`src/exc_pkg.sv`:
```
package exc_pkg;

	typedef logic [4:0] exc_code_t;

	localparam exc_code_t exc_ext   = 5'd0;
	localparam exc_code_t exc_tlbl  = 5'd2;
	localparam exc_code_t exc_tlbs  = 5'd3;
	localparam exc_code_t exc_addrl = 5'd4;
	localparam exc_code_t exc_addrs = 5'd5;
	localparam exc_code_t exc_sys   = 5'd8;
	localparam exc_code_t exc_ri    = 5'd10;
	localparam exc_code_t exc_ovf   = 5'd12;
	localparam exc_code_t exc_tr    = 5'd13;

	// request lines, lower index wins.
	localparam int num_exc = 9;

	typedef logic [num_exc-1:0] exc_req_t;

	localparam int exc_idx_ext   = 0;
	localparam int exc_idx_tr    = 1;
	localparam int exc_idx_ovf   = 2;
	localparam int exc_idx_ri    = 3;
	localparam int exc_idx_sys   = 4;
	localparam int exc_idx_addrs = 5;
	localparam int exc_idx_addrl = 6;
	localparam int exc_idx_tlbl  = 7;
	localparam int exc_idx_tlbs  = 8;

	// code reported for each request line, in priority order.
	localparam exc_code_t exc_code_by_idx [num_exc] = '{
		exc_ext, exc_tr, exc_ovf, exc_ri, exc_sys,
		exc_addrs, exc_addrl, exc_tlbl, exc_tlbs
	};

endpackage

```
`src/cp0_reg_pkg.sv`:
```
package cp0_reg_pkg;

	////////////////////////////////////////
	// register numbers
	////////////////////////////////////////

	typedef logic [4:0] reg_addr_t;

	localparam reg_addr_t reg_random   = 5'd1;
	localparam reg_addr_t reg_entrylo0 = 5'd2;
	localparam reg_addr_t reg_badvaddr = 5'd8;
	localparam reg_addr_t reg_entryhi  = 5'd10;
	localparam reg_addr_t reg_status   = 5'd12;
	localparam reg_addr_t reg_cause    = 5'd13;
	localparam reg_addr_t reg_epc      = 5'd14;

	////////////////////////////////////////
	// field layouts
	////////////////////////////////////////

	// status, msb first.
	typedef struct packed {
		logic [26:0] reserved_hi;
		logic        um;
		logic [1:0]  reserved_mid;
		logic        exl;
		logic        reserved_lo;
	} status_fields_t;

	// one word, seen raw by mtc0/mfc0 or as status fields.
	typedef union packed {
		logic [31:0]    raw;
		status_fields_t status;
	} cp0_word_t;

	// exception code inside cause.
	localparam int cause_code_lsb = 2;
	localparam int cause_code_msb = 6;

endpackage
```
`src/cp0_top.sv`:
```
module cp0_top #(
	parameter int tlb_entries = 16,
	parameter int page_bits   = 12
) (
	input  logic                   clk,
	input  logic                   reset,
	input  logic                   write_en,
	input  cp0_reg_pkg::reg_addr_t wreg,
	input  logic [31:0]            wdata,
	input  cp0_reg_pkg::reg_addr_t rreg,
	output logic [31:0]            rdata,
	input  exc_pkg::exc_req_t      exc_req,
	input  logic [31:0]            epc_in,
	input  logic [31:0]            badvaddr_in,
	input  logic                   eret,
	output logic                   exc_taken,
	output logic                   user_mode,
	output logic                   exc_level,
	output logic [31:0]            epc_out,
	output logic [31:0]            random_out
);

	logic               exc_valid;
	exc_pkg::exc_code_t exc_code;
	logic [7:0]         rand_index;

	exc_prioritizer i_prio (
		.exc_req   (exc_req),
		.exc_level (exc_level),
		.exc_valid (exc_valid),
		.exc_code  (exc_code)
	);

	cp0_regfile #(
		.page_bits (page_bits)
	) i_regfile (
		.clk         (clk),
		.reset       (reset),
		.write_en    (write_en),
		.wreg        (wreg),
		.rreg        (rreg),
		.wdata       (wdata),
		.eret        (eret),
		.exc_valid   (exc_valid),
		.exc_code    (exc_code),
		.epc_in      (epc_in),
		.badvaddr_in (badvaddr_in),
		.rand_index  (rand_index),
		.rdata       (rdata),
		.exc_taken   (exc_taken),
		.exc_level   (exc_level),
		.user_mode   (user_mode),
		.epc_out     (epc_out)
	);

	tlb_random #(
		.tlb_entries (tlb_entries)
	) i_random (
		.clk        (clk),
		.reset      (reset),
		.rand_index (rand_index)
	);

	assign random_out = {24'd0, rand_index};

endmodule

```
`src/tlb_random.sv`:
```
module tlb_random #(
	parameter int tlb_entries = 16
) (
	input  logic       clk,
	input  logic       reset,
	output logic [7:0] rand_index
);

	// highest slot, where the count starts and wraps to.
	localparam logic [7:0] top_slot = 8'(tlb_entries - 1);

	logic at_bottom;

	assign at_bottom = (rand_index == 8'd0);

	////////////////////////////////////////
	// down counter
	////////////////////////////////////////

	always_ff @(posedge clk) begin
		if (reset) begin
			rand_index <= top_slot;
		end else if (at_bottom) begin
			rand_index <= top_slot;
		end else begin
			rand_index <= rand_index - 8'd1;
		end
	end

endmodule

```
`src/cp0_regfile.sv`:
```
module cp0_regfile #(
	parameter int page_bits = 12
) (
	input  logic                  clk,
	input  logic                  reset,
	input  logic                  write_en,
	input  cp0_reg_pkg::reg_addr_t wreg,
	input  cp0_reg_pkg::reg_addr_t rreg,
	input  logic [31:0]           wdata,
	input  logic                  eret,
	input  logic                  exc_valid,
	input  exc_pkg::exc_code_t    exc_code,
	input  logic [31:0]           epc_in,
	input  logic [31:0]           badvaddr_in,
	input  logic [7:0]            rand_index,
	output logic [31:0]           rdata,
	output logic                  exc_taken,
	output logic                  exc_level,
	output logic                  user_mode,
	output logic [31:0]           epc_out
);

	import cp0_reg_pkg::*;
	import exc_pkg::*;

	logic [31:0] regs [32];

	cp0_word_t   status_q;
	cp0_word_t   status_nx;
	cp0_word_t   rd_word;
	logic        write_ok;
	logic        addr_class;
	logic        tlb_class;
	logic [31:0] cause_commit;
	logic [31:0] entryhi_commit;

	////////////////////////////////////////
	// read side
	////////////////////////////////////////

	always_comb begin
		rd_word.raw = regs[rreg];
		// random lives in the counter, not the bank.
		if (rreg == reg_random) begin
			rd_word.raw = {24'd0, rand_index};
		end
	end

	assign rdata = rd_word.raw;

	assign status_q.raw = regs[reg_status];
	assign exc_level    = status_q.status.exl;
	assign user_mode    = status_q.status.um;
	assign epc_out      = regs[reg_epc];

	////////////////////////////////////////
	// next state
	////////////////////////////////////////

	// random and badvaddr are read only to software.
	assign write_ok = write_en && (wreg != reg_random) && (wreg != reg_badvaddr);

	assign addr_class = exc_code inside {exc_addrl, exc_addrs, exc_tlbl, exc_tlbs};
	assign tlb_class  = exc_code inside {exc_tlbl, exc_tlbs};

	always_comb begin
		cause_commit = regs[reg_cause];
		cause_commit[cause_code_msb:cause_code_lsb] = exc_code;
	end

	// vpn from the faulting address, offset bits kept.
	assign entryhi_commit = {badvaddr_in[31:page_bits], regs[reg_entryhi][page_bits-1:0]};

	always_comb begin
		status_nx = status_q;
		if (exc_valid) begin
			status_nx.status.exl = 1'b1;
			status_nx.status.um  = 1'b0;
		end else begin
			if (write_en && wreg == reg_status) begin
				status_nx.raw = wdata;
			end
			if (eret) begin
				status_nx.status.exl = 1'b0;
			end
		end
	end

	////////////////////////////////////////
	// bank update
	////////////////////////////////////////

	// later assignments override the plain mtc0 write.
	always_ff @(posedge clk) begin
		if (reset) begin
			for (int i = 0; i < 32; i++) begin
				regs[i] <= '0;
			end
			exc_taken <= 1'b0;
		end else begin
			if (write_ok) begin
				regs[wreg] <= wdata;
			end
			regs[reg_status] <= status_nx.raw;
			if (exc_valid) begin
				regs[reg_cause] <= cause_commit;
				regs[reg_epc]   <= epc_in;
				if (addr_class) begin
					regs[reg_badvaddr] <= badvaddr_in;
				end
				if (tlb_class) begin
					regs[reg_entryhi] <= entryhi_commit;
				end
			end
			exc_taken <= exc_valid;
		end
	end

endmodule

```
`src/exc_prioritizer.sv`:
```
module exc_prioritizer (
	input  exc_pkg::exc_req_t  exc_req,
	input  logic               exc_level,
	output logic               exc_valid,
	output exc_pkg::exc_code_t exc_code
);

	import exc_pkg::*;

	logic any_req;

	assign any_req = |exc_req;

	// nothing new is taken while a handler runs.
	assign exc_valid = any_req && !exc_level;

	////////////////////////////////////////
	// fixed priority encode
	////////////////////////////////////////

	// walk from lowest priority up so the highest set line is left.
	always_comb begin
		exc_code = exc_ext;
		for (int i = num_exc - 1; i >= 0; i--) begin
			if (exc_req[i]) begin
				exc_code = exc_code_by_idx[i];
			end
		end
	end

endmodule

```
`config.mk`:
```
export PLATFORM = sky130hd
export DESIGN_NAME = cp0_top
export DESIGN_NICKNAME = d
export VERILOG_FILES = /design/src/exc_pkg.sv /design/src/cp0_reg_pkg.sv /design/src/cp0_top.sv /design/src/tlb_random.sv /design/src/cp0_regfile.sv /design/src/exc_prioritizer.sv
export SDC_FILE = /design/constraint.sdc
export NUM_CORES = 1
export LEC_CHECK = 0
export BUFFER_PORTS_ARGS = -buffer_cell sky130_fd_sc_hd__buf_2
export CELL_PAD_IN_SITES_DETAIL_PLACEMENT = 0
export CELL_PAD_IN_SITES_GLOBAL_PLACEMENT = 1
export CORE_ASPECT_RATIO = 2
export CORE_MARGIN = 3
export CORE_UTILIZATION = 35
export DETAILED_ROUTE_END_ITERATION = 10
export PLACE_DENSITY_LB_ADDON = 0.1
export SLEW_MARGIN = 10
export SYNTH_ARGS = -nofsm -noshare
export SYNTH_HDL_FRONTEND = slang
export SYNTH_SLANG_ARGS = --single-unit
```
`constraint.sdc`:
```
create_clock -name clk -period 2.6 [get_ports clk]
set_input_delay 0 -clock clk [delete_from_list [all_inputs] [get_ports clk]]
set_output_delay 0 -clock clk [all_outputs]
set_load 0.01 [all_outputs]
```
Yosys cells after proc, flatten, opt, wreduce, memory -nomap -nowiden
Memory sizes are Yosys's and may differ from the RTL's.
Index checks and enable logic that the tools add are counted.

word-level totals
  flip-flop bits (word level) = 9
  memory bits (writable) = 1024
  output and inout bits = 99
  logic and storage cells = 96
  memories kept = 1

cells by class
  $add $sub $neg = 1
  eq/ne operators = 14
  mux-type cells = 45
  bitwise logic cells = 20
  reduce and logical (&&, ||, !) cells = 13

memory list
  memory          words  width  rd ports  clocked after Yosys merged registers in  wr ports  RTL line           source
  i_regfile.regs  32     32     3         0                                        32        cp0_regfile.sv:26  logic [31:0] regs [32];

operators with widths
  cell                   count
  $mux W32               6
  $reduce_or A32 Y1      1
  $mux W27               1
  $mux W25               1
  $mux W1                22
  $eq A5 B5 Y1 const B   4
  $mux W20               1
  $mux W4                5
  $mux W12               1
  $mux W5                2
  $reduce_or A9 Y1       1
  $and A1 B1 Y1          8
  $eq A4 B2 Y1 const B   2
  $eq A4 B3 Y1 const B   2
  $logic_not A8 Y1       1
  $mux W2                4
  $or A1 B1 Y1           8
  $sub A8 B1 Y8 const B  1
  $mux W3                2
  $eq A5 B1 Y1 const B   1
  $eq A5 B4 Y1 const B   1
  $ne A5 B1 Y1 const B   1
  $ne A5 B4 Y1 const B   1
  $logic_and A1 B1 Y1    4
  other kinds (7)        12

Depth between registers and ports, before layout
Gate-level depths: netlist (run 1).

  depth after elaboration = 23
  depth in mapped cells = 9
  depth with buffers taken out = 6

Hierarchy
A second synthesis (run 1) with hierarchy kept.

second synthesis, totals
  cells, all modules = 3154
  area total of the unflattened synthesis = 46350.7 sq um

by module, submodules not included
  module           times used  cells an instance  area an instance (sq um)
  cp0_regfile      1           3073               45720.1
  tlb_random       1           37                 342.8
  cp0_top          1           25                 183.9
  exc_prioritizer  1           19                 103.8

Least setup slack after synthesis (run 1)
No wires, ideal clock.

  kind = register -> register
  start = memory i_regfile.regs[12][1]
  end = memory i_regfile.regs[14][12] (enable)
  setup time = 428 ps
  data arrival time = 2524 ps
  required time = 2172 ps
  setup slack = -353 ps
  stages on the path, launching flop included = 5
  path buffers = 1
  clock period less this slack = 2953 ps
  cells stage by stage = dfxtp_1 -> or2_1 -> a31oi_1 -> clkbuf_1 -> o31ai_1

RTL lines
  element          RTL line
  start, declared  cp0_regfile.sv:26

==> flow_metrics.tcl, run 1 <==
set metrics [dict create \
    ys_seq_elements 1033 \
    ios 218 \
    syn_avg_cell_area_um2 14.2 \
    synth_sequential_area_ratio 0.653 \
    finalWirelength_um 174000 \
    final_nets 3854 \
    syn_to_final_growth_pct 19.4 \
    drc 0 \
    rows 190 \
    dpl.cell_count 5221 \
    hold_path_class "in -> reg" \
    yosysUniqueCellTypes 62 \
    core_um2 134000 \
    cts-root-buf "clkbuf_16" \
    vias 30000 \
    fmax_ghz 0.367 \
    die_y_um 526 \
    start_util 0.353 \
    crit_slowest_cell "mux4_2" \
    synth-async-reset-ratio 0 \
    syn_area_um2 47400 \
    clk_path_buf_depth 3 \
    period_share 1.05 \
    criticalPathCategory "reg -> out" \
    required_ns 2.60 \
    grt_pass1_wl_um 243000 \
    crit_chain "mux4_2 > mux2_4 > a2111oi_4 > buf_4 > a2111oi_0 > buf_2" \
    setup_viol 8 \
    grt_overflow 0 \
    grt_max_degree 121 \
    gp_congestion 0.869 \
    synth-edff-count 1023 \
    p_leak_nw 20.1 \
    hold_viol_final 0 \
    drive_gt1_frac 0.243 \
    gr-usage-all-layers 0.248 \
    first_pass_iters 7 \
    cp-end-kind "output port" \
    synth_cells 3329 \
    fin_tns_setup_ns -0.780 \
    cts.sinks 1033 \
    viasPerCell 5.41 \
    io_buffers 193 \
    htree_levels 3 \
    yosysWarningCount 0 \
    cp_max_fo 1 \
    violations "negative setup slack" \
    finalClockSkew_ns 0.0136 \
    rsz0062_at_grt "true" \
    ys.flop_type "edfxtp_1" \
    irDropWorstVdd_uv 620 \
    setup_slack_ns -0.125 \
    place_hpwl_um 123000 \
    grt_pass1_vias 32100 \
    path_delay_family "multiplexers" \
    relSlewSlack 0.281 \
    drtIter0Drc 2395 \
    max_stage_delay_ns 0.53 \
    fin_crit_ns 2.73 \
    wl_per_cell_um 31.5 \
    die_w_um 266 \
    antenna_found_initial 11 \
    die-area_um2 140000 \
    crit_arrival_ns 2.73 \
    final_cells 5544 \
    clk_pin_slew_worst_paths_ns 0.07 \
    p_per_area_nw_per_um2 676 \
    startpoint_type "register" \
    cp_num_buf_inv 2 \
    maxCapViolCount 0 \
    worstMarginPinSlew_ns 1.07 \
    slew_viol_final 0 \
    ant_nets 0 \
    holdWs_ns 0.0686 \
    cts_buffers 99 \
    clkLatencyLatePin_ns 0.72 \
    status "complete, but fails checks" \
    tritoncts "done" \
]
-- power breakdown --
group	total (W)	leakage, nW	switching, W	internal (W)
Sequential	0.0195	9.95	0.000311	0.0192
Clock	0.0146	1.54	0.00653	0.00810
Combinational	0.00411	8.62	0.00252	0.00159
-- flip-flops by register name, indices dropped and copies added, names as in the netlist --
register / count
i_random.rand_index: 8
i_regfile.exc_taken: 1
i_regfile.regs: 1024
-- tightest hold or removal path: cells and delay by family --
kind / cells / cell delay, ns
simple gates: 4 / 0.52
buf+inv: 1 / 0.10
-- what timing repair did --
item / CTS / global route
setup buffers: 5 / 2
hold buffers: 133 / 0
gates resized for setup: 86 / 13
endpoints found under the hold margin: 586 / 0
endpoints found under the setup margin: 26 / 38
cloned: 0 / 1
pin swaps: 10 / 8
-- routing by layer --
metal  global-route usage  vias to the layer above  routed length (um)
li1                     -                    13100                   -
met4                0.148                        4               11700
met5                    0                        -                  27
met1                0.255                    15800               58900
met3               0.0214                      326                5430
met2                0.482                      849               98300
-- synthesized netlist by cell type, types with 7 or more instances --
| cell | instances | area, um^2 |
|---|---|---|
| a2111oi_0 | 12 | 105 |
| a211oi_1 | 25 | 188 |
| a21o_1 | 9 | 67.6 |
| a21oi_1 | 10 | 50.1 |
| a221oi_1 | 24 | 210 |
| a22o_1 | 23 | 201 |
| a22oi_1 | 40 | 300 |
| a311oi_1 | 24 | 210 |
| and2_1 | 377 | 2360 |
| and3_1 | 101 | 632 |
| buf_12 | 7 | 140 |
| buf_2 | 35 | 175 |
| buf_4 | 44 | 330 |
| clkbuf_1 | 231 | 867 |
| dfxtp_1 | 10 | 200 |
| edfxtp_1 | 1023 | 30700 |
| mux2_2 | 32 | 360 |
| mux2i_1 | 120 | 1200 |
| mux4_1 | 7 | 184 |
| mux4_2 | 193 | 4350 |
| nand2_1 | 166 | 623 |
| nand2b_1 | 7 | 43.8 |
| nand3_1 | 9 | 45.0 |
| nor2_1 | 514 | 1930 |
| nor2b_1 | 34 | 213 |
| o21ai_0 | 63 | 315 |
| o21ai_1 | 26 | 130 |
| o21bai_1 | 41 | 308 |
| o22ai_1 | 8 | 50.1 |
| or2_2 | 35 | 219 |
-- stage by stage --
step                utilization  setup slack (ns)  cell area (um^2)  power [W]
global route              0.422            -0.196             56600     0.0394
CTS                       0.421            -0.201             56500     0.0386
floorplan                     -             0.245             47600     0.0217
detailed placement        0.385            -0.325             51600     0.0237
finish                    0.422            -0.125             56600     0.0383
global placement          0.385            -0.375             51600     0.0237
-- cell usage in the layout (no fill, tap or decap), drive strengths merged, types with 6 or more instances in the layout --
cell type and n:
mux4 200, buf 444, nand2 166, a22o 23
o22ai 8, dfxtp 10, a311oi 24, mux2 32
a211oi 25, a21oi 10, dlygate4sd3 133, o21ai 89
conb 56, nor2b 34, clkbuf 130, inv 9
and3 101, nand3 9, clkinv 35, o21bai 41
a221oi 24, or3 6, a2111oi 16, and2 377
edfxtp 1023, nor3 7, mux2i 120, nand2b 7
bufinv 10, a21o 9, nor2 514, a22oi 40
or2 37
-- logic make-up after synthesis --
family	share of synthesized area
flops	0.653
xor+xnor	0.000925
fa+ha+maj	0.000528
simple gates	0.133
mux	0.129
compound gates	0.0491
other cells	0.0000792
buf+inv	0.0352
-- area by class of cell --
cell class	count	area (um^2)
Sequential cell	1033	30900
Multi-Input combinational cell	2015	15600
Fill cell	12500	77500
Clock inverter	51	572
Tap cell	1728	2160
Timing Repair Buffer	578	4700
Inverter	6	22.5
Clock buffer	129	2610
Antenna cell	4	10.0
-- final timing paths --
kind	start	end	slack (ns)	depth (start not counted)
max reg2reg	i_regfile.regs[12][1]	i_regfile.regs[10][3]	0.11	5
min	exc_req[0]	i_regfile.regs[8][8]	0.07	5
max	i_regfile.regs[29][2]	rdata[2]	-0.13	6
min reg2reg	i_random.rand_index[0]	i_random.rand_index[0]	0.45	1
(Power assumes the default switching activity.)
==> run 2: changes to the inputs <==
--- a/config.mk
+++ b/config.mk
@@ -5,6 +5,7 @@
 export SDC_FILE = /design/constraint.sdc
 export NUM_CORES = 1
 export LEC_CHECK = 0
+export ABC_CLOCK_PERIOD_IN_PS = 2600
 export BUFFER_PORTS_ARGS = -buffer_cell sky130_fd_sc_hd__buf_2
 export CELL_PAD_IN_SITES_DETAIL_PLACEMENT = 0
 export CELL_PAD_IN_SITES_GLOBAL_PLACEMENT = 1
@@ -13,6 +14,7 @@
 export CORE_UTILIZATION = 35
 export DETAILED_ROUTE_END_ITERATION = 10
 export PLACE_DENSITY_LB_ADDON = 0.1
+export SETUP_SLACK_MARGIN = 0.5
 export SLEW_MARGIN = 10
 export SYNTH_ARGS = -nofsm -noshare
 export SYNTH_HDL_FRONTEND = slang
==> flow_metrics.tcl, run 2 (synthesis results as in run 1) <==
set metrics [dict create \
    r2r-start "i_regfile.regs[12][1]" \
    stdcell_area_um2 57100 \
    gr-usage-all-layers 0.247 \
    wl_per_cell_um 31.3 \
    place_area_um2 51500 \
    clk_pin_slew_worst_paths_ns 0.07 \
    drtIter0Drc 2171 \
    p_per_area_nw_per_um2 676 \
    core_um2 134000 \
    slew_viol_final 0 \
    syn_to_final_growth_pct 20.5 \
    io_buffers 193 \
    rsz0062_at_grt "true" \
    place_hpwl_um 121000 \
    worstHoldStart "write_en" \
    p_total_w 0.0386 \
    criticalPathCategory "reg -> out" \
    dp_slack_ns -0.395 \
    cp-end-kind "output port" \
    antenna_found_initial 4 \
    r2r_end "i_regfile.regs[10][29]" \
    crit_arrival_ns 2.68 \
    tritoncts "done" \
    finalClockSkew_ns 0.00900 \
    grt_pass1_vias 32400 \
    irDropWorstVdd_uv 455 \
    rows 190 \
    startpoint_type "register" \
    drc 0 \
    die-area_um2 140000 \
    dpl.cell_count 5215 \
    hold_depth 4 \
    viasPerCell 5.42 \
    start_util 0.353 \
    die_w_um 266 \
    grt_overflow 0 \
    top_regs "i_regfile.regs x1024, i_random.rand_index x8, i_regfile.exc_taken x1" \
    ant_nets 0 \
    final_common_cell "edfxtp_1" \
    first_pass_iters 7 \
    grt_pass1_wl_um 242000 \
    finalWirelength_um 173000 \
    final_cell_mix "1023 x edfxtp_1, 504 x nor2_1, 377 x and2_1" \
    die_y_um 526 \
    drive_gt1_frac 0.262 \
    reg2reg_depth 9 \
    cts_buffers 102 \
    relSlewSlack 0.228 \
    maxCapViolCount 0 \
    clk_path_buf_depth 3 \
    final_cells 5536 \
    required_ns 2.60 \
    regMostFlops "i_regfile.regs" \
    worstMarginPinSlew_ns 1.16 \
    period_share 1.03 \
    cts.sinks 1033 \
    cts-root-buf "clkbuf_16" \
    hold_path_class "in -> reg" \
    fmax_ghz 0.374 \
    largest_reg_flops 1024 \
    final_nets 3841 \
    grt_max_degree 84 \
    violations "negative setup slack" \
    vias 30000 \
    holdPathEnd "i_regfile.regs[12][4]" \
    clkLatencyLatePin_ns 0.70 \
    nFillCells 12400 \
    hold_viol_final 0 \
    cp_max_fo 1 \
    fin_crit_ns 2.68 \
    setup_viol 6 \
    rrSetupSlack_ns 0.47 \
    htree_levels 3 \
    gp_congestion 0.856 \
    ios 218 \
    p_leak_nw 20.3 \
    status "complete, but fails checks" \
    setup_slack_ns -0.0768 \
]
-- run 2: repair_timing --
item,4_1_cts,5_1_grt
buffers inserted,10,4
gates resized for setup,182,45
gates cloned,2,0
pin swaps,34,17
endpoints found under the setup margin,87,101
hold endpoints to repair,566,0
hold buffers,113,0
-- run 2: final cells by class --
cell class | instances | area, um^2 | share of cell area
multi-input cells | 2014 | 16000 | 0.280
well taps | 1728 | 2160 | 0.0379
diodes | 5 | 12.5 | 0.000219
repair buffers | 563 | 4720 | 0.0827
clock buffers | 130 | 2710 | 0.0475
flip-flops and latches | 1033 | 30900 | 0.542
inverters | 6 | 22.5 | 0.000395
clock inverters | 57 | 529 | 0.00928
-- run 2: where the power goes --
| group | leakage [nW] | total, W | internal, W | switching (W) |
|---|---|---|---|---|
| Clock | 1.58 | 0.0148 | 0.00825 | 0.00659 |
| Sequential | 9.95 | 0.0195 | 0.0192 | 0.000299 |
| Combinational | 8.76 | 0.00427 | 0.00168 | 0.00259 |
| Total | 20.3 | 0.0386 | 0.0291 | 0.00948 |
-- run 2: layer usage --
layer / track usage / wire length [um] / up-vias
met1: 0.247 / 56700 / 15700
met4: 0.177 / 14200 / 0
met5: 0 / 0 / -
met2: 0.470 / 96600 / 944
met3: 0.0228 / 5940 / 370
li1: - / - / 13100
-- run 2: worst max-delay path by stage --
stage	start	end	slack, ns	depth (start not counted)
after CTS	i_regfile.regs[8][10]	rdata[10]	-0.13	7
after global routing	i_regfile.regs[31][6]	rdata[6]	-0.13	6
after floorplan	wreg[4]	i_regfile.regs[29][12]	0.29	5
final	i_regfile.regs[9][10]	rdata[10]	-0.08	7
after global placement	rreg[1]	rdata[10]	-0.37	10
after detailed placement	rreg[1]	rdata[10]	-0.40	10
-- run 2: critical path: stages (launching register included) --
cell      delay [ns]
edfxtp_1        0.42
mux4_2          0.48
nor2b_4         0.15
a211oi_4        0.41
buf_4           0.20
a311oi_2        0.03
buf_4           0.17
buf_6           0.11
-- run 2: through the flow --
stage          hold WS (ns)  TNS [ns]   util
2_1_floorplan         0.187         0      -
3_3_place_gp          0.269     -2.72  0.384
3_5_place_dp          0.280    -0.395  0.384
4_1_cts             0.00226     -1.05  0.424
5_1_grt              0.0312    -0.894  0.426
6_report             0.0526    -0.237  0.426
